`src/logic/ex_pkg.sv`:
```
`default_nettype none

package ex_pkg;

    localparam int unsigned reg_width      = 32;
    localparam int unsigned reg_addr_width = 5;
    localparam int unsigned csr_addr_width = 14;
    localparam int unsigned alu_op_width   = 6;
    localparam int unsigned alu_sel_width  = 3;

    // logic
    localparam logic [alu_op_width-1:0] op_or      = 6'h01;
    localparam logic [alu_op_width-1:0] op_and     = 6'h02;
    localparam logic [alu_op_width-1:0] op_xor     = 6'h03;
    localparam logic [alu_op_width-1:0] op_nor     = 6'h04;
    // shift
    localparam logic [alu_op_width-1:0] op_sll     = 6'h05;
    localparam logic [alu_op_width-1:0] op_srl     = 6'h06;
    localparam logic [alu_op_width-1:0] op_sra     = 6'h07;
    // move
    localparam logic [alu_op_width-1:0] op_lui     = 6'h08;
    localparam logic [alu_op_width-1:0] op_pcadd   = 6'h09;
    // arithmetic
    localparam logic [alu_op_width-1:0] op_add     = 6'h0a;
    localparam logic [alu_op_width-1:0] op_sub     = 6'h0b;
    localparam logic [alu_op_width-1:0] op_slt     = 6'h0c;
    localparam logic [alu_op_width-1:0] op_sltu    = 6'h0d;
    localparam logic [alu_op_width-1:0] op_mul     = 6'h0e;
    localparam logic [alu_op_width-1:0] op_mulh    = 6'h0f;
    localparam logic [alu_op_width-1:0] op_mulhu   = 6'h10;
    // jumps and branches
    localparam logic [alu_op_width-1:0] op_b       = 6'h11;
    localparam logic [alu_op_width-1:0] op_bl      = 6'h12;
    localparam logic [alu_op_width-1:0] op_jirl    = 6'h13;
    localparam logic [alu_op_width-1:0] op_beq     = 6'h14;
    localparam logic [alu_op_width-1:0] op_bne     = 6'h15;
    localparam logic [alu_op_width-1:0] op_blt     = 6'h16;
    localparam logic [alu_op_width-1:0] op_bge     = 6'h17;
    localparam logic [alu_op_width-1:0] op_bltu    = 6'h18;
    localparam logic [alu_op_width-1:0] op_bgeu    = 6'h19;
    localparam logic [alu_op_width-1:0] op_csrxchg = 6'h1a;
    // load/store, address only
    localparam logic [alu_op_width-1:0] op_mem    = 6'h1b;

    localparam logic [alu_sel_width-1:0] sel_none  = 3'd0;
    localparam logic [alu_sel_width-1:0] sel_logic = 3'd1;
    localparam logic [alu_sel_width-1:0] sel_shift = 3'd2;
    localparam logic [alu_sel_width-1:0] sel_move  = 3'd3;
    localparam logic [alu_sel_width-1:0] sel_arith = 3'd4;
    localparam logic [alu_sel_width-1:0] sel_jump  = 3'd5;

    typedef struct packed {
        logic [9:0]                opcode;
        logic [11:0]               imm12;
        logic [reg_addr_width-1:0] rj;
        logic [reg_addr_width-1:0] rd;
    } ri12_t;

    // branch and jirl format
    typedef struct packed {
        logic [5:0]                opcode;
        logic [15:0]               offs16;
        logic [reg_addr_width-1:0] rj;
        logic [reg_addr_width-1:0] rd;
    } ri16_t;

    typedef union packed {
        ri12_t ri12;
        ri16_t ri16;
    } instr_word_u;

endpackage

`default_nettype wire

```
`src/logic/ex_alu.sv`:
```
`default_nettype none

module ex_alu
    import ex_pkg::*;
(
    input  logic [alu_op_width-1:0]  op_i,
    input  logic [alu_sel_width-1:0] sel_i,
    input  logic [reg_width-1:0]     opnd1_i,
    input  logic [reg_width-1:0]     opnd2_i,
    input  logic [reg_width-1:0]     instr_i,
    input  logic [reg_width-1:0]     pc_i,
    input  logic [reg_width-1:0]     csr_data_i,
    output logic [reg_width-1:0]     wdata_o,
    output logic [reg_width-1:0]     mem_addr_o,
    output logic [reg_width-1:0]     csr_wdata_o
);

    instr_word_u                   instr;
    logic [reg_width-1:0]          logic_res;
    logic [reg_width-1:0]          shift_res;
    logic [reg_width-1:0]          move_res;
    logic [reg_width-1:0]          arith_res;
    logic                          mul_signed;
    logic signed [reg_width:0]     mul_a;
    logic signed [reg_width:0]     mul_b;
    logic signed [2*reg_width+1:0] product;

    assign instr = instr_i;

    assign mem_addr_o = opnd1_i + {{(reg_width-12){instr.ri12.imm12[11]}}, instr.ri12.imm12};

    // set bits of the opnd2 mask take opnd1
    assign csr_wdata_o = (op_i == op_csrxchg) ?
                         ((opnd1_i & opnd2_i) | (csr_data_i & ~opnd2_i)) : csr_data_i;

    // one 33x33 signed multiplier covers both signed and unsigned products
    assign mul_signed = (op_i != op_mulhu);
    assign mul_a      = {mul_signed & opnd1_i[reg_width-1], opnd1_i};
    assign mul_b      = {mul_signed & opnd2_i[reg_width-1], opnd2_i};
    assign product    = mul_a * mul_b;

    always_comb begin
        case (op_i)
            op_or:   logic_res = opnd1_i | opnd2_i;
            op_and:  logic_res = opnd1_i & opnd2_i;
            op_xor:  logic_res = opnd1_i ^ opnd2_i;
            op_nor:  logic_res = ~(opnd1_i | opnd2_i);
            default: logic_res = '0;
        endcase
    end

    always_comb begin
        case (op_i)
            op_sll:  shift_res = opnd1_i << opnd2_i[4:0];
            op_srl:  shift_res = opnd1_i >> opnd2_i[4:0];
            op_sra:  shift_res = $unsigned($signed(opnd1_i) >>> opnd2_i[4:0]);
            default: shift_res = '0;
        endcase
    end

    always_comb begin
        case (op_i)
            op_lui:   move_res = opnd2_i;
            op_pcadd: move_res = pc_i + opnd2_i;
            default:  move_res = '0;
        endcase
    end

    always_comb begin
        case (op_i)
            op_add:  arith_res = opnd1_i + opnd2_i;
            op_sub:  arith_res = opnd1_i - opnd2_i;
            op_slt:  arith_res = {{(reg_width-1){1'b0}}, $signed(opnd1_i) < $signed(opnd2_i)};
            op_sltu: arith_res = {{(reg_width-1){1'b0}}, opnd1_i < opnd2_i};
            op_mul:  arith_res = product[reg_width-1:0];
            op_mulh, op_mulhu: begin
                arith_res = product[2*reg_width-1:reg_width];
            end
            default: arith_res = '0;
        endcase
    end

    always_comb begin
        case (sel_i)
            sel_none:  wdata_o = '0;
            sel_logic: wdata_o = logic_res;
            sel_shift: wdata_o = shift_res;
            sel_move:  wdata_o = move_res;
            sel_arith: wdata_o = arith_res;
            // link address
            sel_jump:  wdata_o = pc_i + 32'd4;
            default:   wdata_o = '0;
        endcase
    end

endmodule

`default_nettype wire

```
`src/logic/ex_branch.sv`:
```
`default_nettype none

module ex_branch
    import ex_pkg::*;
(
    input  logic [alu_op_width-1:0] op_i,
    input  logic [reg_width-1:0]    opnd1_i,
    input  logic [reg_width-1:0]    opnd2_i,
    input  logic [reg_width-1:0]    instr_i,
    input  logic [reg_width-1:0]    pc_i,
    output logic                    branch_o,
    output logic [reg_width-1:0]    target_o
);

    instr_word_u          instr;
    logic [reg_width-1:0] offs;
    logic                 eq;
    logic                 lt_s;
    logic                 lt_u;

    assign instr = instr_i;

    // word offset, sign-extended
    assign offs = {{(reg_width-18){instr.ri16.offs16[15]}}, instr.ri16.offs16, 2'b00};

    assign eq   = (opnd1_i == opnd2_i);
    assign lt_s = ($signed(opnd1_i) < $signed(opnd2_i));
    assign lt_u = (opnd1_i < opnd2_i);

    always_comb begin
        branch_o = 1'b0;
        target_o = '0;
        case (op_i)
            op_b, op_bl: begin
                branch_o = 1'b1;
                target_o = pc_i + opnd2_i;
            end
            op_jirl: begin
                branch_o = 1'b1;
                target_o = opnd1_i + offs;
            end
            op_beq, op_bne, op_blt, op_bge, op_bltu, op_bgeu: begin
                target_o = pc_i + offs;
                case (op_i)
                    op_beq:  branch_o = eq;
                    op_bne:  branch_o = ~eq;
                    op_blt:  branch_o = lt_s;
                    op_bge:  branch_o = ~lt_s;
                    op_bltu: branch_o = lt_u;
                    default: branch_o = ~lt_u;
                endcase
            end
            default: begin
            end
        endcase
    end

endmodule

`default_nettype wire

```
`src/logic/ex_dispatch_reg.sv`:
```
`default_nettype none

module ex_dispatch_reg
    import ex_pkg::*;
(
    input  logic                      clk,
    input  logic                      reset_i,

    input  logic                      in_valid_i,
    output logic                      in_ready_o,
    input  logic [alu_op_width-1:0]   in_op_i,
    input  logic [alu_sel_width-1:0]  in_sel_i,
    input  logic [reg_width-1:0]      in_opnd1_i,
    input  logic [reg_width-1:0]      in_opnd2_i,
    input  logic [reg_width-1:0]      in_instr_i,
    input  logic [reg_width-1:0]      in_pc_i,
    input  logic [reg_addr_width-1:0] in_waddr_i,
    input  logic                      in_wreg_i,
    input  logic                      in_csr_we_i,
    input  logic [csr_addr_width-1:0] in_csr_addr_i,
    input  logic [reg_width-1:0]      in_csr_data_i,

    input  logic                      down_ready_i,
    output logic                      hold_valid_o,
    output logic [alu_op_width-1:0]   hold_op_o,
    output logic [alu_sel_width-1:0]  hold_sel_o,
    output logic [reg_width-1:0]      hold_opnd1_o,
    output logic [reg_width-1:0]      hold_opnd2_o,
    output logic [reg_width-1:0]      hold_instr_o,
    output logic [reg_width-1:0]      hold_pc_o,
    output logic [reg_addr_width-1:0] hold_waddr_o,
    output logic                      hold_wreg_o,
    output logic                      hold_csr_we_o,
    output logic [csr_addr_width-1:0] hold_csr_addr_o,
    output logic [reg_width-1:0]      hold_csr_data_o
);

    // keeps ready low while reset is applied
    logic run_q;

    assign in_ready_o = run_q & (~hold_valid_o | down_ready_i);

    always_ff @(posedge clk) begin
        if (reset_i) begin
            run_q        <= 1'b0;
            hold_valid_o <= 1'b0;
        end else begin
            run_q <= 1'b1;
            if (in_ready_o) begin
                hold_valid_o <= in_valid_i;
            end
        end
    end

    always_ff @(posedge clk) begin
        if (in_valid_i && in_ready_o) begin
            hold_op_o       <= in_op_i;
            hold_sel_o      <= in_sel_i;
            hold_opnd1_o    <= in_opnd1_i;
            hold_opnd2_o    <= in_opnd2_i;
            hold_instr_o    <= in_instr_i;
            hold_pc_o       <= in_pc_i;
            hold_waddr_o    <= in_waddr_i;
            hold_wreg_o     <= in_wreg_i;
            hold_csr_we_o   <= in_csr_we_i;
            hold_csr_addr_o <= in_csr_addr_i;
            hold_csr_data_o <= in_csr_data_i;
        end
    end

endmodule

`default_nettype wire

```
`src/logic/ex_mem_reg.sv`:
```
`default_nettype none

module ex_mem_reg
    import ex_pkg::*;
(
    input  logic                      clk,
    input  logic                      reset_i,

    input  logic                      up_valid_i,
    output logic                      up_ready_o,
    input  logic [reg_width-1:0]      up_wdata_i,
    input  logic [reg_addr_width-1:0] up_waddr_i,
    input  logic                      up_wreg_i,
    input  logic [reg_width-1:0]      up_mem_addr_i,
    input  logic [reg_width-1:0]      up_opnd2_i,
    input  logic [alu_op_width-1:0]   up_op_i,
    input  logic                      up_csr_we_i,
    input  logic [csr_addr_width-1:0] up_csr_addr_i,
    input  logic [reg_width-1:0]      up_csr_data_i,
    input  logic                      up_branch_i,
    input  logic [reg_width-1:0]      up_target_i,
    input  logic [reg_width-1:0]      up_pc_i,

    output logic                      out_valid_o,
    input  logic                      out_ready_i,
    output logic [reg_width-1:0]      out_wdata_o,
    output logic [reg_addr_width-1:0] out_waddr_o,
    output logic                      out_wreg_o,
    output logic [reg_width-1:0]      out_mem_addr_o,
    output logic [reg_width-1:0]      out_opnd2_o,
    output logic [alu_op_width-1:0]   out_op_o,
    output logic                      out_csr_we_o,
    output logic [csr_addr_width-1:0] out_csr_addr_o,
    output logic [reg_width-1:0]      out_csr_data_o,
    output logic                      out_branch_o,
    output logic [reg_width-1:0]      out_target_o,
    output logic [reg_width-1:0]      out_pc_o
);

    assign up_ready_o = ~out_valid_o | out_ready_i;

    always_ff @(posedge clk) begin
        if (reset_i) begin
            out_valid_o <= 1'b0;
        end else if (up_ready_o) begin
            out_valid_o <= up_valid_i;
        end
    end

    always_ff @(posedge clk) begin
        if (up_valid_i && up_ready_o) begin
            out_wdata_o    <= up_wdata_i;
            out_waddr_o    <= up_waddr_i;
            out_wreg_o     <= up_wreg_i;
            out_mem_addr_o <= up_mem_addr_i;
            out_opnd2_o    <= up_opnd2_i;
            out_op_o       <= up_op_i;
            out_csr_we_o   <= up_csr_we_i;
            out_csr_addr_o <= up_csr_addr_i;
            out_csr_data_o <= up_csr_data_i;
            out_branch_o   <= up_branch_i;
            out_target_o   <= up_target_i;
            out_pc_o       <= up_pc_i;
        end
    end

endmodule

`default_nettype wire

```
`src/logic/ex_stage.sv`:
```
`default_nettype none

module ex_stage
    import ex_pkg::*;
(
    input  logic                      clk,
    input  logic                      reset_i,

    input  logic                      in_valid_i,
    output logic                      in_ready_o,
    input  logic [alu_op_width-1:0]   in_op_i,
    input  logic [alu_sel_width-1:0]  in_sel_i,
    input  logic [reg_width-1:0]      in_opnd1_i,
    input  logic [reg_width-1:0]      in_opnd2_i,
    input  logic [reg_width-1:0]      in_instr_i,
    input  logic [reg_width-1:0]      in_pc_i,
    input  logic [reg_addr_width-1:0] in_waddr_i,
    input  logic                      in_wreg_i,
    input  logic                      in_csr_we_i,
    input  logic [csr_addr_width-1:0] in_csr_addr_i,
    input  logic [reg_width-1:0]      in_csr_data_i,

    output logic                      out_valid_o,
    input  logic                      out_ready_i,
    output logic [reg_width-1:0]      out_wdata_o,
    output logic [reg_addr_width-1:0] out_waddr_o,
    output logic                      out_wreg_o,
    output logic [reg_width-1:0]      out_mem_addr_o,
    output logic [reg_width-1:0]      out_opnd2_o,
    output logic [alu_op_width-1:0]   out_op_o,
    output logic                      out_csr_we_o,
    output logic [csr_addr_width-1:0] out_csr_addr_o,
    output logic [reg_width-1:0]      out_csr_data_o,
    output logic                      out_branch_o,
    output logic [reg_width-1:0]      out_target_o,
    output logic [reg_width-1:0]      out_pc_o
);

    logic                      hold_valid;
    logic                      mem_ready;
    logic [alu_op_width-1:0]   hold_op;
    logic [alu_sel_width-1:0]  hold_sel;
    logic [reg_width-1:0]      hold_opnd1;
    logic [reg_width-1:0]      hold_opnd2;
    logic [reg_width-1:0]      hold_instr;
    logic [reg_width-1:0]      hold_pc;
    logic [reg_addr_width-1:0] hold_waddr;
    logic                      hold_wreg;
    logic                      hold_csr_we;
    logic [csr_addr_width-1:0] hold_csr_addr;
    logic [reg_width-1:0]      hold_csr_data;

    logic [reg_width-1:0]      alu_wdata;
    logic [reg_width-1:0]      alu_mem_addr;
    logic [reg_width-1:0]      alu_csr_wdata;
    logic                      br_taken;
    logic [reg_width-1:0]      br_target;

    ex_dispatch_reg dispatch_reg_i (
        .clk             (clk),
        .reset_i         (reset_i),
        .in_valid_i      (in_valid_i),
        .in_ready_o      (in_ready_o),
        .in_op_i         (in_op_i),
        .in_sel_i        (in_sel_i),
        .in_opnd1_i      (in_opnd1_i),
        .in_opnd2_i      (in_opnd2_i),
        .in_instr_i      (in_instr_i),
        .in_pc_i         (in_pc_i),
        .in_waddr_i      (in_waddr_i),
        .in_wreg_i       (in_wreg_i),
        .in_csr_we_i     (in_csr_we_i),
        .in_csr_addr_i   (in_csr_addr_i),
        .in_csr_data_i   (in_csr_data_i),
        .down_ready_i    (mem_ready),
        .hold_valid_o    (hold_valid),
        .hold_op_o       (hold_op),
        .hold_sel_o      (hold_sel),
        .hold_opnd1_o    (hold_opnd1),
        .hold_opnd2_o    (hold_opnd2),
        .hold_instr_o    (hold_instr),
        .hold_pc_o       (hold_pc),
        .hold_waddr_o    (hold_waddr),
        .hold_wreg_o     (hold_wreg),
        .hold_csr_we_o   (hold_csr_we),
        .hold_csr_addr_o (hold_csr_addr),
        .hold_csr_data_o (hold_csr_data)
    );

    ex_alu alu_i (
        .op_i        (hold_op),
        .sel_i       (hold_sel),
        .opnd1_i     (hold_opnd1),
        .opnd2_i     (hold_opnd2),
        .instr_i     (hold_instr),
        .pc_i        (hold_pc),
        .csr_data_i  (hold_csr_data),
        .wdata_o     (alu_wdata),
        .mem_addr_o  (alu_mem_addr),
        .csr_wdata_o (alu_csr_wdata)
    );

    ex_branch branch_i (
        .op_i     (hold_op),
        .opnd1_i  (hold_opnd1),
        .opnd2_i  (hold_opnd2),
        .instr_i  (hold_instr),
        .pc_i     (hold_pc),
        .branch_o (br_taken),
        .target_o (br_target)
    );

    ex_mem_reg mem_reg_i (
        .clk            (clk),
        .reset_i        (reset_i),
        .up_valid_i     (hold_valid),
        .up_ready_o     (mem_ready),
        .up_wdata_i     (alu_wdata),
        .up_waddr_i     (hold_waddr),
        .up_wreg_i      (hold_wreg),
        .up_mem_addr_i  (alu_mem_addr),
        .up_opnd2_i     (hold_opnd2),
        .up_op_i        (hold_op),
        .up_csr_we_i    (hold_csr_we),
        .up_csr_addr_i  (hold_csr_addr),
        .up_csr_data_i  (alu_csr_wdata),
        .up_branch_i    (br_taken),
        .up_target_i    (br_target),
        .up_pc_i        (hold_pc),
        .out_valid_o    (out_valid_o),
        .out_ready_i    (out_ready_i),
        .out_wdata_o    (out_wdata_o),
        .out_waddr_o    (out_waddr_o),
        .out_wreg_o     (out_wreg_o),
        .out_mem_addr_o (out_mem_addr_o),
        .out_opnd2_o    (out_opnd2_o),
        .out_op_o       (out_op_o),
        .out_csr_we_o   (out_csr_we_o),
        .out_csr_addr_o (out_csr_addr_o),
        .out_csr_data_o (out_csr_data_o),
        .out_branch_o   (out_branch_o),
        .out_target_o   (out_target_o),
        .out_pc_o       (out_pc_o)
    );

endmodule

`default_nettype wire

```
`config.mk`:
```
export PLATFORM = sky130hd
export DESIGN_NAME = ex_stage
export DESIGN_NICKNAME = d
export VERILOG_FILES = /design/src/logic/ex_pkg.sv /design/src/logic/ex_alu.sv /design/src/logic/ex_branch.sv /design/src/logic/ex_dispatch_reg.sv /design/src/logic/ex_mem_reg.sv /design/src/logic/ex_stage.sv
export SDC_FILE = /design/constraint.sdc
export NUM_CORES = 2
export LEC_CHECK = 0
export ABC_AREA = 1
export BUFFER_PORTS_ARGS = -buffer_cell sky130_fd_sc_hd__clkbuf_2
export CAP_MARGIN = 20
export CORE_AREA = 2 2 377 379
export DETAILED_ROUTE_END_ITERATION = 16
export DIE_AREA = 0 0 379 381
export HOLD_SLACK_MARGIN = 0.1
export PLACE_DENSITY = 0.7
export RECOVER_POWER = 100
export SLEW_MARGIN = 20
export SYNTH_ARGS = -nofsm -noshare
export SYNTH_HDL_FRONTEND = slang
export SYNTH_SLANG_ARGS = --single-unit
```
`constraint.sdc`:
```
create_clock -name clk -period 11 [get_ports clk]
set_clock_uncertainty 0.1 [all_clocks]
set_input_delay 1.1 -clock clk [delete_from_list [all_inputs] [get_ports clk]]
set_output_delay 1.1 -clock clk [all_outputs]
set_load 0.05 [all_outputs]
```
==> flow_metrics.py <==
metrics = {
    "floorplan": {
        "die_h_microns": 381,
        "start_util_pct": 49.71,
        "dieArea_sq_um": 144400,
        "dieWidth_microns": 379,
        "io_pins": 416,
        "coreArea_sq_um": 140600,
        "rows": 138,
    },
    "job": {
        "maxCapViolCount": 25,
    },
    "timing": {
        "fin_setup_tns_ns": 0,
        "setup_viol": 0,
        "grt_setup_unrepaired": "false",
        "period_share_pct": 95.40,
        "hold_viol_final": 0,
        "fin_ws_ns": 0.5063,
        "fmax_mhz": 95.29,
        "fin_crit_ns": 10.49,
        "worstMarginPinSlew_ns": 4.968,
        "slew_violations": 1055,
        "slew_headroom_pct": -231.2,
    },
    "drt": {
        "vias": 64530,
        "route.detailed.drc": 0,
        "avgViaCountPerCell": 5.749,
        "wl_per_cell_microns": 27.41,
        "antenna_left": 0,
        "drt_first_iter_violations": 7986,
        "first_pass_iters": 9,
        "routed_wl_microns": 307700,
    },
    "yosys": {
        "ys_types": 62,
        "postSynthCellCount": 9063,
        "synth_mux_area_share_pct": 0.07163,
        "synth-edff-count": 394,
        "synth-compound-area-share_pct": 7.849,
        "synthXorXnorAreaFrac_pct": 0.8525,
        "synthFlopType": "edfxtp_1",
        "syn-num-nets": 10790,
        "synth_top_area_share_pct": 32.38,
        "yosys.area_share.simple_pct": 21.66,
        "ys_top_cells_by_area": "fa_1 (32%), edfxtp_1 (17%), nand2_1 (13%), inv_1 (11%), ha_1 (7.2%)",
        "ys_ff_latch": 397,
        "synthAdderAreaFrac_pct": 39.56,
        "synthArstFlopShare_pct": 0,
        "synth_top_family_by_area": "adder cells",
        "yosysSeqAreaShare_pct": 17.02,
        "synth_area_leader_cell": "fa_1",
        "yosysMostFrequentCell": "nand2_1",
        "synth_commonest_cells": "nand2_1 (2,417), inv_1 (1,982), fa_1 (1,130)",
        "syn_area_sq_um": 69870,
        "syn_avg_cell_area_sq_um": 7.709,
        "yosysWarnings": 0,
    },
    "grt": {
        "grt-ovfl-total": 0,
        "antenna_found_initial": 27,
        "grt_use_total_pct": 42.75,
        "grt_pass1_vias": 63610,
        "grt_max_degree": 164,
        "grt_pass1_wl_microns": 442000,
    },
    "worst_setup_path": {
        "cp_data_arrival_time_ns": 10.84,
        "end_kind": "flop",
        "cp_slowest_stage_delay_ns": 1.89,
        "cp_common_cell": "fa_1",
        "crit_fanout": 35,
        "crit_slowest_cell": "clkbuf_1",
        "worstSetupStartpointType": "flop",
        "worst-setup-path-type": "flop to flop",
        "cp.required_ns": 11.35,
    },
    "clock_network": {
        "cts-resized-gates": 0,
        "postCtsSetupBuffers": 0,
        "cts.sinks": 397,
        "root_buffer": "clkbuf_16",
        "ctsHoldBuffers": 0,
        "clk_path_buf_depth": 3,
        "clk_pin_slew_ns": 0.06,
        "htree_levels": 2,
        "clock_latency_ns": 0.63,
        "cts_buffers": 40,
        "cts_tree": "done",
    },
    "finish": {
        "drive_above_1_share_pct": 4.645,
        "area_growth_pct": 7.337,
        "final_area_sq_um": 74990,
        "nets": 11020,
    },
    "place": {
        "place_area_sq_um": 74090,
        "gp_congestion": 1.087,
        "pre_cts_ws_ns": 1.289,
        "port_buffers": 399,
        "dp_hpwl_microns": 254400,
    },
    "run_status": {
        "status": "finished, violations left",
        "violations": "capacitance limit, slew limit",
    },
    "hold_path": {
        "min_path_type": "flop to flop",
    },
}
cells by family after synthesis:
logic type	after synthesis
simple gates	3701
buf+inv	2381
fa+ha+maj	1531
compound gates	980
flops	397
xor+xnor	68
mux	5
worst max-delay path: cells and delay by family (launching register included):
family / cells / cell delay, ns
adders and majority gates: 9 / 4.43
buffers and inverters: 7 / 2.21
AOI/OAI and AO/OA: 4 / 1.51
and+or+nand+nor: 7 / 1.35
DFF: 1 / 0.69
metal layers:
layer	vias up	wire length, microns	track usage, %
met3	768	35160	10.63
met4	30	21030	23.34
met1	31720	122300	58.82
met5	-	239	0.2695
met2	3904	128900	61.77
li1	28110	-	-
per-stage QoR:
stage               util (%)  hold slack (ns)  cells
floorplan                  -           0.3003   9063
global placement       52.71           0.3006  11140
CTS                    53.66           0.3213  11210
global route           53.33           0.3268  11210
detailed placement     52.71           0.3045  11140
finish                 53.36           0.3198  11220
cells in the final DEF (no fill, tap or decap), drive strengths merged, types with 5 or more instances in the layout:
| cell type | synthesis | layout |
|---|---|---|
| o21ai | 385 | 385 |
| nor2 | 569 | 569 |
| inv | 2003 | 2006 |
| a22oi | 9 | 9 |
| xor2 | 46 | 46 |
| nor4 | 22 | 22 |
| o21bai | 37 | 37 |
| fa | 1130 | 1130 |
| a21o | 18 | 18 |
| a21oi | 366 | 366 |
| a31oi | 16 | 16 |
| nor3 | 60 | 60 |
| o22ai | 32 | 32 |
| edfxtp | 394 | 394 |
| xnor2 | 22 | 22 |
| bufinv | 0 | 5 |
| clkbuf | 281 | 478 |
| mux2i | 5 | 5 |
| ha | 401 | 401 |
| o21a | 39 | 39 |
| clkinv | 4 | 23 |
| or2 | 38 | 38 |
| o221ai | 8 | 8 |
| diode | 0 | 12 |
| a21boi | 18 | 18 |
| a221oi | 9 | 9 |
| o211ai | 31 | 31 |
| nand2 | 2422 | 2422 |
| a211oi | 5 | 5 |
| buf | 93 | 126 |
| nand4 | 74 | 74 |
| nand3b | 23 | 23 |
| nand3 | 484 | 484 |
worst paths after layout:
check	startpoint	slack (ns)	to	depth (start not counted)
max reg2reg	dispatch_reg_i.hold_opnd2_o[8]	0.51	mem_reg_i.out_wdata_o[6]	27
min	dispatch_reg_i.hold_wreg_o	0.32	mem_reg_i.out_wreg_o	0
max	dispatch_reg_i.hold_opnd2_o[8]	0.51	mem_reg_i.out_wdata_o[6]	27
min reg2reg	dispatch_reg_i.hold_wreg_o	0.32	mem_reg_i.out_wreg_o	0
area by class of cell:
class                      count  area [sq um]
fill                       13720         65560
multi-input combinational   6285         48910
sequential                   397         11890
inverter                    2007          7537
timing repair buffer         560          2919
tap                         1890          2365
clock buffer                  44          1016
clock inverter                29         319.1
antenna                       12         30.03
Power is not shown: default switching activity piles up to over one toggle a cycle in this logic, so the estimate is an artifact.
